<file path="src/hdl/bridgePkg.sv">
package bridgePkg;

	////////////////////////////////////////
	// AHB transfer and response codes
	////////////////////////////////////////

	typedef enum logic [1:0]
	{
		idle   = 2'b00,
		busy   = 2'b01,
		nonSeq = 2'b10,
		seq    = 2'b11
	} transType;

	typedef enum logic [1:0]
	{
		okay  = 2'b00,
		error = 2'b01,
		retry = 2'b10,
		split = 2'b11
	} respType;

	////////////////////////////////////////
	// APB controller states
	////////////////////////////////////////

	typedef enum logic [2:0]
	{
		stIdle     = 3'b000,
		stWwait    = 3'b001,
		stRead     = 3'b010,
		stWrite    = 3'b011,
		stWriteP   = 3'b100,
		stREnable  = 3'b101,
		stWEnable  = 3'b110,
		stWEnableP = 3'b111
	} apbState;

	////////////////////////////////////////
	// address map
	////////////////////////////////////////

	localparam logic [31:0] slave0Base = 32'h8000_0000;
	localparam logic [31:0] slave1Base = 32'h8400_0000;
	localparam logic [31:0] slave2Base = 32'h8800_0000;
	localparam logic [31:0] regionSize = 32'h0400_0000;
	localparam int selWidth = 3; // one select per peripheral.

endpackage

</file>
<file path="src/hdl/ahbSlaveInterface.sv">
`timescale 1ns/1ps

module ahbSlaveInterface
	import bridgePkg::*;
(
	input  logic                Hclk,
	input  logic                Hresetn,
	input  transType            Htrans,
	input  logic                Hwrite,
	input  logic                Hreadyin,
	input  logic [31:0]         Haddr,
	input  logic [31:0]         Hwdata,
	output logic                valid,
	output logic [31:0]         Haddr1,
	output logic [31:0]         Haddr2,
	output logic [31:0]         Hwdata1,
	output logic [31:0]         Hwdata2,
	output logic                Hwritereg,
	output logic [selWidth-1:0] tempselx
);

	logic inRange0;
	logic inRange1;
	logic inRange2;
	logic activeTrans;

	////////////////////////////////////////
	// address and data pipeline
	////////////////////////////////////////

	always_ff @(posedge Hclk)
	begin
		if (!Hresetn)
		begin
			Hwritereg <= 1'b0;
		end
		else
		begin
			Hwritereg <= Hwrite; // direction of the previous address phase.
		end
	end

	always_ff @(posedge Hclk)
	begin
		Haddr1  <= Haddr;
		Haddr2  <= Haddr1; // second stage feeds pipelined writes.
		Hwdata1 <= Hwdata;
		Hwdata2 <= Hwdata1;
	end

	////////////////////////////////////////
	// region decode
	////////////////////////////////////////

	always_comb
	begin
		inRange0 = (Haddr >= slave0Base) && (Haddr < slave0Base + regionSize);
		inRange1 = (Haddr >= slave1Base) && (Haddr < slave1Base + regionSize);
		inRange2 = (Haddr >= slave2Base) && (Haddr < slave2Base + regionSize);
	end

	always_comb
	begin
		tempselx = '0;
		if (inRange0)
		begin
			tempselx = 3'b001;
		end
		else if (inRange1)
		begin
			tempselx = 3'b010;
		end
		else if (inRange2)
		begin
			tempselx = 3'b100;
		end
	end

	// busy and idle cycles carry no transfer.
	assign activeTrans = (Htrans == nonSeq) || (Htrans == seq);

	assign valid = Hreadyin && activeTrans && (inRange0 || inRange1 || inRange2);

endmodule

</file>
<file path="src/hdl/apbController.sv">
`timescale 1ns/1ps

module apbController
	import bridgePkg::*;
(
	input  logic                Hclk,
	input  logic                Hresetn,
	input  logic                valid,
	input  logic [31:0]         Haddr,
	input  logic [31:0]         Haddr1,
	input  logic [31:0]         Haddr2,
	input  logic [31:0]         Hwdata,
	input  logic [31:0]         Hwdata1,
	input  logic [31:0]         Hwdata2,
	input  logic                Hwrite,
	input  logic                Hwritereg,
	input  logic [selWidth-1:0] tempselx,
	output logic                Pwrite,
	output logic                Penable,
	output logic [selWidth-1:0] Pselx,
	output logic [31:0]         Paddr,
	output logic [31:0]         Pwdata,
	output logic                Hreadyout
);

	apbState presentState;
	apbState nextState;

	logic                pwriteNext;
	logic                penableNext;
	logic [selWidth-1:0] pselNext;
	logic [31:0]         paddrNext;
	logic [31:0]         pwdataNext;
	logic                hreadyoutNext;

	////////////////////////////////////////
	// state register
	////////////////////////////////////////

	always_ff @(posedge Hclk)
	begin
		if (!Hresetn)
		begin
			presentState <= stIdle;
		end
		else
		begin
			presentState <= nextState;
		end
	end

	////////////////////////////////////////
	// next state
	////////////////////////////////////////

	always_comb
	begin
		nextState = stIdle;
		case (presentState)
			stIdle, stREnable, stWEnable:
			begin
				if (!valid)
				begin
					nextState = stIdle;
				end
				else if (Hwrite)
				begin
					nextState = stWwait;
				end
				else
				begin
					nextState = stRead;
				end
			end
			stWwait:
			begin
				nextState = valid ? stWriteP : stWrite; // a second address phase pipelines.
			end
			stRead:
			begin
				nextState = stREnable;
			end
			stWrite:
			begin
				nextState = valid ? stWEnableP : stWEnable;
			end
			stWriteP:
			begin
				nextState = stWEnableP;
			end
			stWEnableP:
			begin
				if (!valid && Hwritereg)
				begin
					nextState = stWrite;
				end
				else if (valid && Hwritereg)
				begin
					nextState = stWriteP;
				end
				else
				begin
					nextState = stRead;
				end
			end
			default:
			begin
				nextState = stIdle;
			end
		endcase
	end

	////////////////////////////////////////
	// output decode
	////////////////////////////////////////

	always_comb
	begin
		pwriteNext    = Pwrite;
		penableNext   = 1'b0;
		pselNext      = Pselx; // select holds through the enable phase.
		paddrNext     = Paddr;
		pwdataNext    = Pwdata;
		hreadyoutNext = Hreadyout;
		case (presentState)
			stIdle, stREnable, stWEnable:
			begin
				if (valid && !Hwrite)
				begin
					paddrNext     = Haddr; // reads start on the live address.
					pwriteNext    = 1'b0;
					pselNext      = tempselx;
					hreadyoutNext = 1'b0;
				end
				else
				begin
					pselNext      = '0;
					hreadyoutNext = 1'b1;
				end
			end
			stWwait:
			begin
				paddrNext     = Haddr1;
				pwriteNext    = 1'b1;
				pselNext      = tempselx;
				pwdataNext    = Hwdata; // data phase of the first write.
				hreadyoutNext = 1'b0;
			end
			stRead, stWrite, stWriteP:
			begin
				penableNext   = 1'b1;
				hreadyoutNext = 1'b1;
			end
			stWEnableP:
			begin
				paddrNext     = Haddr2;
				pwriteNext    = Hwritereg;
				pselNext      = tempselx;
				pwdataNext    = Hwdata;
				hreadyoutNext = 1'b0;
			end
			default:
			begin
				pselNext      = '0;
				hreadyoutNext = 1'b1;
			end
		endcase
	end

	////////////////////////////////////////
	// registered APB outputs
	////////////////////////////////////////

	always_ff @(posedge Hclk)
	begin
		if (!Hresetn)
		begin
			Pwrite    <= 1'b0;
			Penable   <= 1'b0;
			Pselx     <= '0;
			Paddr     <= '0;
			Pwdata    <= '0;
			Hreadyout <= 1'b0;
		end
		else
		begin
			Pwrite    <= pwriteNext;
			Penable   <= penableNext;
			Pselx     <= pselNext;
			Paddr     <= paddrNext;
			Pwdata    <= pwdataNext;
			Hreadyout <= hreadyoutNext;
		end
	end

endmodule

</file>
<file path="src/hdl/ahbApbBridge.sv">
`timescale 1ns/1ps

module ahbApbBridge
	import bridgePkg::*;
(
	input  logic                Hclk,
	input  logic                Hresetn,
	input  transType            Htrans,
	input  logic                Hwrite,
	input  logic                Hreadyin,
	input  logic [31:0]         Haddr,
	input  logic [31:0]         Hwdata,
	output logic [31:0]         Hrdata,
	output respType             Hresp,
	output logic                Hreadyout,
	output logic [31:0]         Paddr,
	output logic [31:0]         Pwdata,
	output logic                Pwrite,
	output logic [selWidth-1:0] Pselx,
	output logic                Penable,
	input  logic [31:0]         Prdata
);

	logic                valid;
	logic [31:0]         haddr1;
	logic [31:0]         haddr2;
	logic [31:0]         hwdata1;
	logic [31:0]         hwdata2;
	logic                hwritereg;
	logic [selWidth-1:0] tempselx;

	ahbSlaveInterface ahbSlave
	(
		.Hclk      (Hclk),
		.Hresetn   (Hresetn),
		.Htrans    (Htrans),
		.Hwrite    (Hwrite),
		.Hreadyin  (Hreadyin),
		.Haddr     (Haddr),
		.Hwdata    (Hwdata),
		.valid     (valid),
		.Haddr1    (haddr1),
		.Haddr2    (haddr2),
		.Hwdata1   (hwdata1),
		.Hwdata2   (hwdata2),
		.Hwritereg (hwritereg),
		.tempselx  (tempselx)
	);

	apbController apbCtrl
	(
		.Hclk      (Hclk),
		.Hresetn   (Hresetn),
		.valid     (valid),
		.Haddr     (Haddr),
		.Haddr1    (haddr1),
		.Haddr2    (haddr2),
		.Hwdata    (Hwdata),
		.Hwdata1   (hwdata1),
		.Hwdata2   (hwdata2),
		.Hwrite    (Hwrite),
		.Hwritereg (hwritereg),
		.tempselx  (tempselx),
		.Pwrite    (Pwrite),
		.Penable   (Penable),
		.Pselx     (Pselx),
		.Paddr     (Paddr),
		.Pwdata    (Pwdata),
		.Hreadyout (Hreadyout)
	);

	assign Hrdata = Prdata; // read data is not registered.
	assign Hresp  = okay;

endmodule

</file>
<file path="config.mk">
export PLATFORM = sky130hd
export DESIGN_NAME = ahbApbBridge
export DESIGN_NICKNAME = d
export VERILOG_FILES = /design/src/hdl/bridgePkg.sv /design/src/hdl/ahbSlaveInterface.sv /design/src/hdl/apbController.sv /design/src/hdl/ahbApbBridge.sv
export SDC_FILE = /design/constraint.sdc
export NUM_CORES = 1
export LEC_CHECK = 0
export ABC_AREA = 1
export BUFFER_PORTS_ARGS = -buffer_cell sky130_fd_sc_hd__buf_2
export CAP_MARGIN = 30
export CELL_PAD_IN_SITES_DETAIL_PLACEMENT = 0
export CELL_PAD_IN_SITES_GLOBAL_PLACEMENT = 1
export CORE_MARGIN = 2
export CORE_UTILIZATION = 37
export CTS_CLUSTER_DIAMETER = 80
export DETAILED_ROUTE_END_ITERATION = 10
export GPL_TIMING_DRIVEN = 0
export PLACE_DENSITY = 0.9
export REMOVE_ABC_BUFFERS = 1
export SYNTH_ARGS = -nofsm -noshare
export SYNTH_HDL_FRONTEND = slang
export SYNTH_SLANG_ARGS = --single-unit
export TNS_END_PERCENT = 5
</file>
<file path="constraint.sdc">
create_clock -name Hclk -period 2.3 [get_ports Hclk]
set_input_delay 0 -clock Hclk [delete_from_list [all_inputs] [get_ports Hclk]]
set_output_delay 0 -clock Hclk [all_outputs]
set_load 0.02 [all_outputs]
</file>
==> results.rst, run 1 <==
.. list-table::
   :header-rows: 1

   * - Metric
     - Value
   * - Starting Density
     - between 30 and 40%
   * - Crit path largest cell delay
     - roughly 0.39 ns
   * - Avg Inst Size Synth
     - around 8.1 sq um
   * - Cell with the largest stage delay on the worst path
     - dfxtp_1
   * - Family with the most delay on the worst path
     - simple AND/OR/NAND/NOR gates
   * - DR pass1 iterations
     - 5
   * - Worst clock skew on the final layout
     - 0.00760 ns
   * - Standard cell core area
     - 0.0138 sq mm
   * - TritonCTS clock tree
     - yes
   * - Class of the tightest hold or removal check
     - input pin to primary output
   * - Number of cells on the worst hold path
     - 0
   * - Detailed-route via count
     - between 4000 and 5000
   * - TNS Setup
     - 0 ns
   * - Clock Tree Buf Depth
     - 2
   * - Worst-case setup slack after placement
     - -0.793 ns
   * - Clock sink count
     - 138
   * - Buffers inserted by post-CTS timing repair
     - 0
   * - Number of global-route vias before repair
     - 4405
   * - Number of buffers and inverters on the critical path
     - 2
   * - Height of the chip
     - roughly 120 um
   * - Worst max-slew margin expressed relative to the limit
     - 54.8%
   * - Total number of yosys warnings
     - 0
   * - Leading post-synthesis cells by instance count
     - 138 x dfxtp_1, 114 x nor2_1, 108 x nand2_1
   * - Fmax
     - 483 MHz
   * - Final slew viol count
     - 0
   * - Overall die width
     - 122 um
   * - Worst hold slack
     - around 0.00020 ns
   * - Post-synthesis cell area
     - between 0.005 and 0.006 sq mm
   * - Post-DRT Antenna Nets
     - 0
   * - Total leakage power
     - between 3 and 4 nW
   * - Cts bufs inserted
     - 17
   * - Setup ws final
     - about 0.23 ns
   * - Final count of negative-setup-slack endpoints
     - 0
   * - CTS Root Buffer Type
     - clkbuf_16
   * - Syn Inst Count
     - 640
   * - Global routing usage summed across all routing layers
     - 19.4%
   * - Area grow syn2layout
     - 34.1%
   * - Half-perimeter wire length of the detailed placement result
     - 7.92 mm
   * - Required time worst endpoint
     - about 2.6 ns
   * - CP Launch Type
     - register
   * - Post-synth top area cell
     - dfxtp_1
   * - Final net count
     - about 890
   * - EDFF count, synth
     - 0
   * - Die footprint
     - approximately 0.015 sq mm
   * - Maximum resistive drop on vdd
     - ~720 uV
   * - Initial DRC Count
     - ~210
   * - Critical path class
     - register to register
   * - Shortest period the worst path allows
     - slightly above 2 ns
   * - CP arrival
     - roughly 2.4 ns
   * - Layout cell share with drive strength beyond 1
     - about a quarter
   * - Vias per cell
     - around 4.8
   * - Remaining routing DRC violations
     - 0
   * - Total number of H-tree levels
     - 4
   * - Worst min-delay path startpoint
     - Prdata[18]
   * - Std cell rows
     - 43
   * - Antenna violations before repair
     - 0
   * - Clock-pin transition on the worst setup and hold timing paths
     - ~0.06 ns
   * - Critical path, cell by cell
     - nand2_1 > inv_4 > nand2_2 > nand2_8 > inv_12 > nand2_8 > nand3_1 > nand2_1 > nor2_1
   * - Slew of the pin with the lowest slew margin
     - just under 0.7 ns
   * - Period Utilization, post-route
     - between 90% and 100%
   * - Cell with the most instances after synthesis
     - dfxtp_1
   * - Per-cell routed wire length
     - approximately 14 um
   * - Crit. Startpoint
     - apbCtrl.presentState[0]$_SDFF_PN0_
   * - Maximum number of pins on one net before global-route repair
     - 65
   * - Power density over the cells
     - 1290 mW/mm^2
   * - Launching point of the worst reg2reg path
     - apbCtrl.presentState[0]$_SDFF_PN0_
   * - Result of the run
     - finished clean
   * - Placer congestion estimate
     - 0.727
   * - Async set-reset flop share out of synthesis
     - 0%
   * - Post-synthesis sequential area ratio
     - 53.4%
   * - Number of endpoints with negative hold slack in the final report
     - 0
   * - Leading register cell type out of synthesis
     - dfxtp_1
   * - Cell area after layout
     - just under 0.007 sq mm
   * - Port bufs
     - ~140
   * - Share of Yosys cell area claimed by the top area cell type
     - 53.4%
   * - CP endpoint kind
     - register
   * - Highest net fanout along the worst path
     - 64
   * - Synth area leaders
     - dfxtp_1 53%, nor2_1 8.3%, nand2_1 7.8%
   * - Final Routed Wirelength
     - 14.3 mm
   * - Depth of the worst register-to-register path
     - 9
   * - Maxcap violations
     - 0
   * - Number of stages on the worst setup path
     - 9
   * - Setup repair after global routing missed its margin
     - no
   * - Number of antenna diodes
     - 0
   * - Number of synthesized register bits
     - ~140
   * - Clock latency reported for the late side of the worst-skew pair
     - between 0.4 and 0.5 ns
   * - GR Overflow Total
     - 0
   * - Wire length of the first global-routing pass
     - about 22 mm
   * - Post-placement cell area
     - around 0.0056 sq mm
   * - Unique masters post-synth
     - 25
   * - Number of I/O pins
     - ~210
## metrics by stage
step,cells,utilization (%),power (mW)
final,984,50.4,8.98
after global routing,984,50.4,9.57
after CTS,984,50.3,9.03
after detailed placement,886,40.7,5.99
after global placement,884,40.4,5.91
after floorplan,566,-,4.99
## cell families (layout without fill, tap and decap cells)
group / after synthesis / in the layout / synth area share, %
compound gates: 112 / 112 / 11.0
simple gates: 300 / 301 / 24.2
buf+inv: 89 / 251 / 11.3
other cells: 1 / 2 / 0.0724
flops: 138 / 138 / 53.4
## layout by cell type (no fill, tap or decap), types with 2 or more instances in the layout
cell type and n:
clkinv_2 2, nand3_2 2, bufinv_16 3, buf_12 2, o21ai_2 2, nor2_1 114, o21ai_0 38, dlygate4sd3_1 65
inv_2 4, buf_2 138, a21oi_1 70, dfxtp_1 137, nand2_8 3, nand3_1 69, conb_1 2, clkinvlp_4 4
inv_1 8, clkbuf_16 17, clkbuf_8 5, nand2_1 108
## layer usage
layer  vias up  wire length [um]  global-route usage, %
met5         -                 0                   1.74
met4         0               207                   7.11
met3        16              1400                   8.74
met2       207              6360                   29.4
met1      2178              6280                   24.1
li1       2351                 -                      -
## worst reg2reg max path: stages, from the launching register on
cell and delay (ns):
dfxtp_1 0.39, nand2_1 0.11, inv_4 0.31, nand2_2 0.18, nand2_8 0.24, inv_12 0.18
nand2_8 0.30, nand3_1 0.13, nand2_1 0.08, nor2_1 0.04
## final timing paths
check                                                       to  slack, ns
worst max-delay path            apbCtrl.Paddr[28]$_SDFFE_PN0P_       0.23
worst min-delay path                                Hrdata[18]     0.0002
worst max register to register  apbCtrl.Paddr[28]$_SDFFE_PN0P_       0.23
worst min register to register     ahbSlave.Haddr2[12]$_DFF_P_       0.35
## sequential cells by signal, indices dropped and copies added, names as in the netlist, 3 cells and up
register and flops:
ahbSlave.Haddr1 32, apbCtrl.Pwdata 32, ahbSlave.Haddr2 32, apbCtrl.presentState 3, apbCtrl.Paddr 32, apbCtrl.Pselx 3
## repair_timing
action / 4_1_cts / 5_1_grt
hold buffers: 65 / 0
resized for setup: 7 / 1
pin swaps: 1 / 0
gates cloned: 1 / 0
endpoints found under the setup margin: 38 / 36
hold endpoints to repair: 92 / 0
## layout make-up
class | count | area, sq um
Fill cell | 1329 | 6830
Sequential cell | 138 | 2770
Multi-Input combinational cell | 415 | 1870
Timing Repair Buffer | 205 | 1380
Clock buffer | 22 | 494
Tap cell | 180 | 225
Clock inverter | 10 | 139
Inverter | 14 | 67.6
## where the power goes
| part | switching [mW] | internal [mW] |
|---|---|---|
| combinational | 2.03 | 0.939 |
| clock | 1.02 | 1.85 |
| sequential | 0.274 | 2.87 |
Note: power is estimated with default switching activity, not from simulation.
==> inputs of run 2 (changes only) <==
RECOVER_POWER = 50   (was default)
==> run 2 against run 1 <==
Cell count stayed put. Final area shrank 0.94%. Clock power is essentially flat. Combinational power hardly changed. Utilization is 0.47 points lower. Power shrank 0.28%. Hold slack is essentially flat. Global-route usage stayed put. First-iteration DRC count up 2.0%. Largest power group unchanged.
==> results.rst, run 2 (synthesis gave the netlist of run 1 again) <==
.. list-table::
   :header-rows: 1

   * - Metric
     - Value
   * - CTS Root Buffer Type
     - clkbuf_16
   * - Number of endpoints with negative hold slack in the final report
     - 0
   * - TritonCTS clock tree
     - yes
   * - Critical path, cell by cell
     - nand2_1 > inv_4 > nand2_2 > nand2_8 > inv_12 > nand2_8 > nand3_1 > nand2_1 > nor2_1
   * - Total number of H-tree levels
     - 4
   * - CP arrival
     - 2.41 ns
   * - DR pass1 iterations
     - 5
   * - Initial DRC Count
     - 209
   * - Port bufs
     - 138
   * - Starting Density
     - ~38%
   * - Final Routed Wirelength
     - about 14 mm
   * - TNS Setup
     - 0 ns
   * - Worst hold slack
     - between 0.00015 and 0.0002 ns
   * - Total internal power
     - 5.62 mW
   * - Final count of negative-setup-slack endpoints
     - 0
   * - Final core utilization
     - 49.9%
   * - Height of the chip
     - 122 um
   * - Crit path largest cell delay
     - 0.40 ns
   * - Fmax
     - between 400 and 500 MHz
   * - Setup repair after global routing missed its margin
     - no
   * - Launching point of the worst reg2reg path
     - apbCtrl.presentState[0]$_SDFF_PN0_
   * - CP endpoint kind
     - register
   * - Half-perimeter wire length of the detailed placement result
     - ~7.9 mm
   * - Slew of the pin with the lowest slew margin
     - 1.20 ns
   * - Final net count
     - 893
   * - Vias per cell
     - a little under 5
   * - Overall power consumption
     - 8.95 mW
   * - Result of the run
     - finished clean
   * - Critical path class
     - register to register
   * - Remaining routing DRC violations
     - 0
   * - Fraction of power consumed by combinational cells
     - about a third
   * - Overall die width
     - about 120 um
   * - Worst min-delay path startpoint
     - Prdata[18]
   * - Reg2Reg Setup Slack
     - 0.19 ns
   * - Maxcap violations
     - 0
   * - Highest net fanout along the worst path
     - 64
   * - Clock sink count
     - around 140
   * - Final slew viol count
     - 0
   * - R2R Path End
     - apbCtrl.Paddr[28]$_SDFFE_PN0P_
   * - Worst-case setup slack after placement
     - -0.793 ns
   * - Filler cell count
     - about 1400
   * - Cell with the largest stage delay on the worst path
     - dfxtp_1
   * - NetSw
     - 3.34 mW
   * - Maximum number of pins on one net before global-route repair
     - 65
   * - Class of the tightest hold or removal check
     - input pin to primary output
   * - Global routing usage summed across all routing layers
     - about a fifth
   * - Area grow syn2layout
     - 32.9%
   * - Sequential Power Share
     - between 30% and 40%
   * - Sw Share
     - between 30% and 40%
   * - Power density over the cells
     - around 1300 mW/mm^2
   * - Number of cells on the worst hold path
     - 0
   * - Worst clock skew on the final layout
     - 0.00695 ns
   * - Cts bufs inserted
     - 17
   * - Setup ws final
     - about 0.19 ns
   * - Antenna violations before repair
     - 0
   * - Most used cells in the layout excluding fill and tap cells
     - 137 x dfxtp_1, 114 x nor2_1, 108 x nand2_1
   * - Clock Tree Buf Depth
     - 2
   * - Detailed-route via count
     - 4743
   * - Maximum resistive drop on vdd
     - 719 uV
   * - Layout cell share with drive strength beyond 1
     - about 17%
   * - Hold endpoint
     - Hrdata[18]
   * - Proportion of power drawn by the clock network
     - 32.1%
   * - Worst max-slew margin expressed relative to the limit
     - between 20% and 30%
   * - Period Utilization, post-route
     - 91.6%
   * - Die footprint
     - 0.0150 sq mm
   * - Depth of the worst register-to-register path
     - 9
   * - CP Launch Type
     - register
   * - Standard cell core area
     - between 0.01 and 0.015 sq mm
   * - Post-DRT Antenna Nets
     - 0
   * - Number of antenna diodes
     - 0
   * - Number of I/O pins
     - around 210
   * - Clock-pin transition on the worst setup and hold timing paths
     - 0.06 ns
   * - Per-cell routed wire length
     - 14.5 um
   * - Number of global-route vias before repair
     - approximately 4400
   * - Wire length of the first global-routing pass
     - approximately 22 mm
   * - GR Overflow Total
     - 0
   * - Std cell rows
     - between 40 and 50
   * - Total leakage power
     - 3.14 nW
   * - Required time worst endpoint
     - between 2 and 3 ns
   * - Shortest period the worst path allows
     - approximately 2.1 ns
   * - Placer congestion estimate
     - a little over 0.7
   * - Commonest non-fill, non-tap cell in the layout
     - dfxtp_1
   * - Clock latency reported for the late side of the worst-skew pair
     - ~0.42 ns
==> run 2: final cells by class <==
type,count,area (sq um),area share [%]
sequential,138,2770,40.2
multi-input combinational,415,1870,27.2
timing repair buffer,205,1320,19.1
clock buffer,22,494,7.19
tap,180,225,3.27
clock inverter,10,139,2.02
inverter,14,67.6,0.982
==> run 2: worst max-delay path by stage <==
stage	from	end	depth (start not counted)
floorplan	apbCtrl.presentState[2]$_SDFF_PN0_	apbCtrl.Pselx[0]$_SDFFE_PN0P_	7
global placement	apbCtrl.presentState[2]$_SDFF_PN0_	apbCtrl.Pselx[0]$_SDFFE_PN0P_	7
detailed placement	apbCtrl.presentState[2]$_SDFF_PN0_	apbCtrl.Pselx[0]$_SDFFE_PN0P_	7
CTS	apbCtrl.presentState[0]$_SDFF_PN0_	apbCtrl.Paddr[28]$_SDFFE_PN0P_	9
global route	apbCtrl.presentState[0]$_SDFF_PN0_	apbCtrl.Paddr[0]$_SDFFE_PN0P_	9
finish	apbCtrl.presentState[0]$_SDFF_PN0_	apbCtrl.Paddr[28]$_SDFFE_PN0P_	9
==> run 2: repair_timing <==
item	4_1_cts	5_1_grt
hold buffers	65	0
pin swaps	1	0
resized for setup	7	1
setup buffers	0	0
setup endpoints to repair	38	36
hold endpoints to repair	92	0
gates cloned	1	0
==> run 2: worst max-delay path: cells and delay by family (launching register included) <==
family	cells	cell delay [ns]
buf+inv	2	0.47
flops	1	0.40
simple gates	7	1.06
==> run 2: through the flow <==
| step | instances | instance area [sq um] |
|---|---|---|
| 2_1_floorplan | 566 | 4650 |
| 3_3_place_gp | 884 | 5570 |
| 3_5_place_dp | 886 | 5610 |
| 4_1_cts | 984 | 6930 |
| 5_1_grt | 984 | 6880 |
| 6_report | 984 | 6880 |
==> run 2: layer usage <==
layer / share of wire, % / wire length (um) / track usage [%]
met1: 45 / 6400 / 24.1
met2: 45 / 6360 / 29.4
met3: 9.3 / 1320 / 8.74
met4: 1.4 / 195 / 7.11
met5: 0 / 0 / 1.74
==> run 2: power groups by stage <==
stage               clock network (mW)  logic, mW  registers, mW
floorplan                            0       1.38           3.62
global placement                     0       2.74           3.16
detailed placement                   0       2.81           3.18
CTS                               2.92       2.97           3.14
global route                      3.03       3.30           3.20
finish                            2.87       2.94           3.15
==> inputs of run 3 (changes only) <==
ABC_AREA = 0   (was 1)
PLACE_DENSITY = 0.88   (was 0.9)
==> run 3 against run 2 <==
Hold slack about the same. Critical endpoint is now apbCtrl.presentState[0]$_SDFF_PN0_. Area after synthesis decreased by 5.9%. Critical path type is now input pin to register. Clock-buffer cell count is the same. First-iteration DRC count grew 28%. Clock skew up 0.0053 ns. Global-route usage is 1.2 points higher. Fmax is 0.13% higher. The run now ends with capacitance limit, slew limit left. Sequential power about the same. Setup slack gained 0.0027 ns. Sequential share of layout area increased by 0.30 points. Via count fell by 13%. Largest power group is now combinational cells. Critical path depth down 3.
==> results.rst, run 3 <==
.. list-table::
   :header-rows: 1

   * - Metric
     - Value
   * - Number of cells on the worst hold path
     - 0
   * - CP endpoint kind
     - register
   * - Overall power consumption
     - ~9.8 mW
   * - Per-cell routed wire length
     - 17.3 um
   * - Worst clock skew on the final layout
     - ~0.012 ns
   * - Worst hold slack
     - roughly 0.00015 ns
   * - Total number of yosys warnings
     - 0
   * - Maximum number of pins on one net before global-route repair
     - 38
   * - Setup repair after global routing missed its margin
     - no
   * - Highest net fanout along the worst path
     - 4
   * - Met1 usage
     - between 20 and 25%
   * - Port bufs
     - 138
   * - Result of the run
     - finished, violations left
   * - Number of global-route vias before repair
     - 4136
   * - Critical path, cell by cell
     - dlygate4sd3_1 > clkbuf_1 > or4b_4 > a211oi_1 > mux2_1 > a311oi_1
   * - Total leakage power
     - 2.85 nW
   * - CTS Root Buffer Type
     - clkbuf_16
   * - Number of stages on the worst setup path
     - 6
   * - Violated checks
     - capacitance limit, slew limit
   * - Fmax
     - about 480 MHz
   * - DR pass1 iterations
     - 4
   * - Post-synth top area cell
     - dfxtp_1
   * - Half-perimeter wire length of the detailed placement result
     - 9.08 mm
   * - Post-synthesis cell area
     - ~0.005 sq mm
   * - Final core utilization
     - between 50% and 60%
   * - Post-synthesis sequential area ratio
     - between 50 and 60%
   * - Layout cell share with drive strength beyond 1
     - between 20% and 30%
   * - Number of endpoints with negative hold slack in the final report
     - 0
   * - Worst max-slew margin expressed relative to the limit
     - -4.87%
   * - Power density over the cells
     - 1440 mW/mm^2
   * - Leading post-synthesis cells by instance count
     - 138 x dfxtp_1, 103 x nand2_1, 38 x a21oi_1
   * - Critical path class
     - input pin to register
   * - Detailed-route via count
     - just over 4000
   * - Global routing usage summed across all routing layers
     - 20.6%
   * - Syn Inst Count
     - 480
   * - Share of Yosys cell area claimed by the top area cell type
     - 56.7%
   * - Required time worst endpoint
     - 2.61 ns
   * - Commonest non-fill, non-tap cell in the layout
     - dfxtp_1
   * - Depth of the worst register-to-register path
     - 5
   * - Remaining routing DRC violations
     - 0
   * - Total number of H-tree levels
     - 4
   * - Period Utilization, post-route
     - 91.5%
   * - Family with the most delay on the worst path
     - compound AO/OA/AOI/OAI gates
   * - Met2 global-route usage
     - roughly a third
   * - Maxcap violations
     - 1
   * - Avg Inst Size Synth
     - around 10 sq um
   * - Most used cells in the layout excluding fill and tap cells
     - 138 x dfxtp_1, 103 x nand2_1, 87 x buf_2
   * - Height of the chip
     - roughly 120 um
   * - Placer congestion estimate
     - 0.780
   * - CP arrival
     - 2.42 ns
   * - Cell with the most instances after synthesis
     - dfxtp_1
   * - Starting Density
     - between 30% and 40%
   * - Synth area leaders
     - dfxtp_1 57%, nand2_1 7.9%, mux2i_1 6.0%
   * - Crit path largest cell delay
     - 0.58 ns
   * - Layer with the highest usage after global routing
     - met2
   * - Final slew viol count
     - 36
   * - Area grow syn2layout
     - 40.0%
   * - Number of antenna diodes
     - 0
   * - Clock Tree Buf Depth
     - 2
   * - Die footprint
     - roughly 0.014 sq mm
   * - Class of the tightest hold or removal check
     - input pin to primary output
   * - Maximum resistive drop on vdd
     - 624 uV
   * - Wire length of the first global-routing pass
     - 22.4 mm
   * - Final count of negative-setup-slack endpoints
     - 0
   * - Met3 global-route usage
     - just over 10%
   * - Standard cell core area
     - ~0.013 sq mm
   * - Cts bufs inserted
     - 17
   * - TritonCTS clock tree
     - yes
   * - Number of synthesized register bits
     - between 100 and 150
   * - Overall die width
     - roughly 120 um
   * - EDFF count, synth
     - 0
   * - Final Routed Wirelength
     - between 10 and 15 mm
   * - Cell with the largest stage delay on the worst path
     - or4b_4
   * - Unique masters post-synth
     - 36
   * - Async set-reset flop share out of synthesis
     - 0%
   * - Vias per cell
     - roughly 5
   * - Std cell rows
     - 41
   * - Number of buffers and inverters on the critical path
     - 2
   * - Initial DRC Count
     - ~270
   * - Clock latency reported for the late side of the worst-skew pair
     - between 0.4 and 0.5 ns
   * - Final net count
     - 749
   * - Leading register cell type out of synthesis
     - dfxtp_1
   * - Slew of the pin with the lowest slew margin
     - about 1.6 ns
   * - Clock sink count
     - around 140
   * - Antenna violations before repair
     - 0
   * - Clock-pin transition on the worst setup and hold timing paths
     - around 0.050 ns
   * - CP Launch Type
     - input pin
   * - Post-DRT Antenna Nets
     - 0
   * - GR Overflow Total
     - 0
   * - Number of I/O pins
     - ~210
   * - Shortest period the worst path allows
     - approximately 2.1 ns
==> run 3: what timing repair did <==
item / CTS / global route
hold buffers: 65 / 0
setup buffers: 5 / 0
resized for setup: 3 / 0
endpoints found under the hold margin: 95 / 0
endpoints found under the setup margin: 67 / 0
==> run 3: cell type report <==
cell class              instances  area [sq um]
repair buffers                214          1490
clock buffers                  22           464
clock inverters                 9           145
fillers                      1173          5900
well taps                     172           215
multi-input cells             274          1730
inverters                       2          11.3
flip-flops and latches        138          2760
==> run 3: worst paths after layout <==
kind | start | to | slack [ns]
worst max-delay path | Haddr[29] | apbCtrl.presentState[0]$_SDFF_PN0_ | 0.20
worst min-delay path | Prdata[26] | Hrdata[26] | 0.0002
worst max register to register | apbCtrl.presentState[0]$_SDFF_PN0_ | apbCtrl.Paddr[9]$_SDFFE_PN0P_ | 0.24
worst min register to register | ahbSlave.Haddr1[13]$_DFF_P_ | ahbSlave.Haddr2[13]$_DFF_P_ | 0.35
==> run 3: cells by family after synthesis <==
group	Yosys count	share of synthesized area, %
AOI/OAI and AO/OA	115	17.8
xor gates and xnor gates	1	0.180
other	1	0.0770
and+or+nand+nor	123	10.2
buffers and inverters	71	8.58
muxes	31	6.43
DFF	138	56.7
==> run 3: power by group <==
group          total [mW]  leakage [nW]  internal (mW)  switching (mW)
combinational        3.84          1.40           1.55            2.29
sequential           3.18          1.14           2.90           0.285
clock                2.81         0.304           1.86           0.954
==> run 3: routing by layer <==
| layer | vias up | part of all wire (%) |
|---|---|---|
| met3 | 20 | 8.9 |
| met5 | - | 0 |
| met1 | 1983 | 43 |
| li1 | 1988 | - |
| met4 | 0 | 1.7 |
| met2 | 149 | 47 |
==> run 3: per-stage QoR <==
step                      worst slack, ns  cell area (sq um)  TNS (ns)  instances
final                               0.195               6820         0        831
after global routing               0.0925               6820         0        831
after CTS                           0.247               6880         0        831
after detailed placement           -0.594               5530    -20.95        728
after global placement              -2.90               5370   -175.25        722
after floorplan                    -0.974               4460    -56.07        412
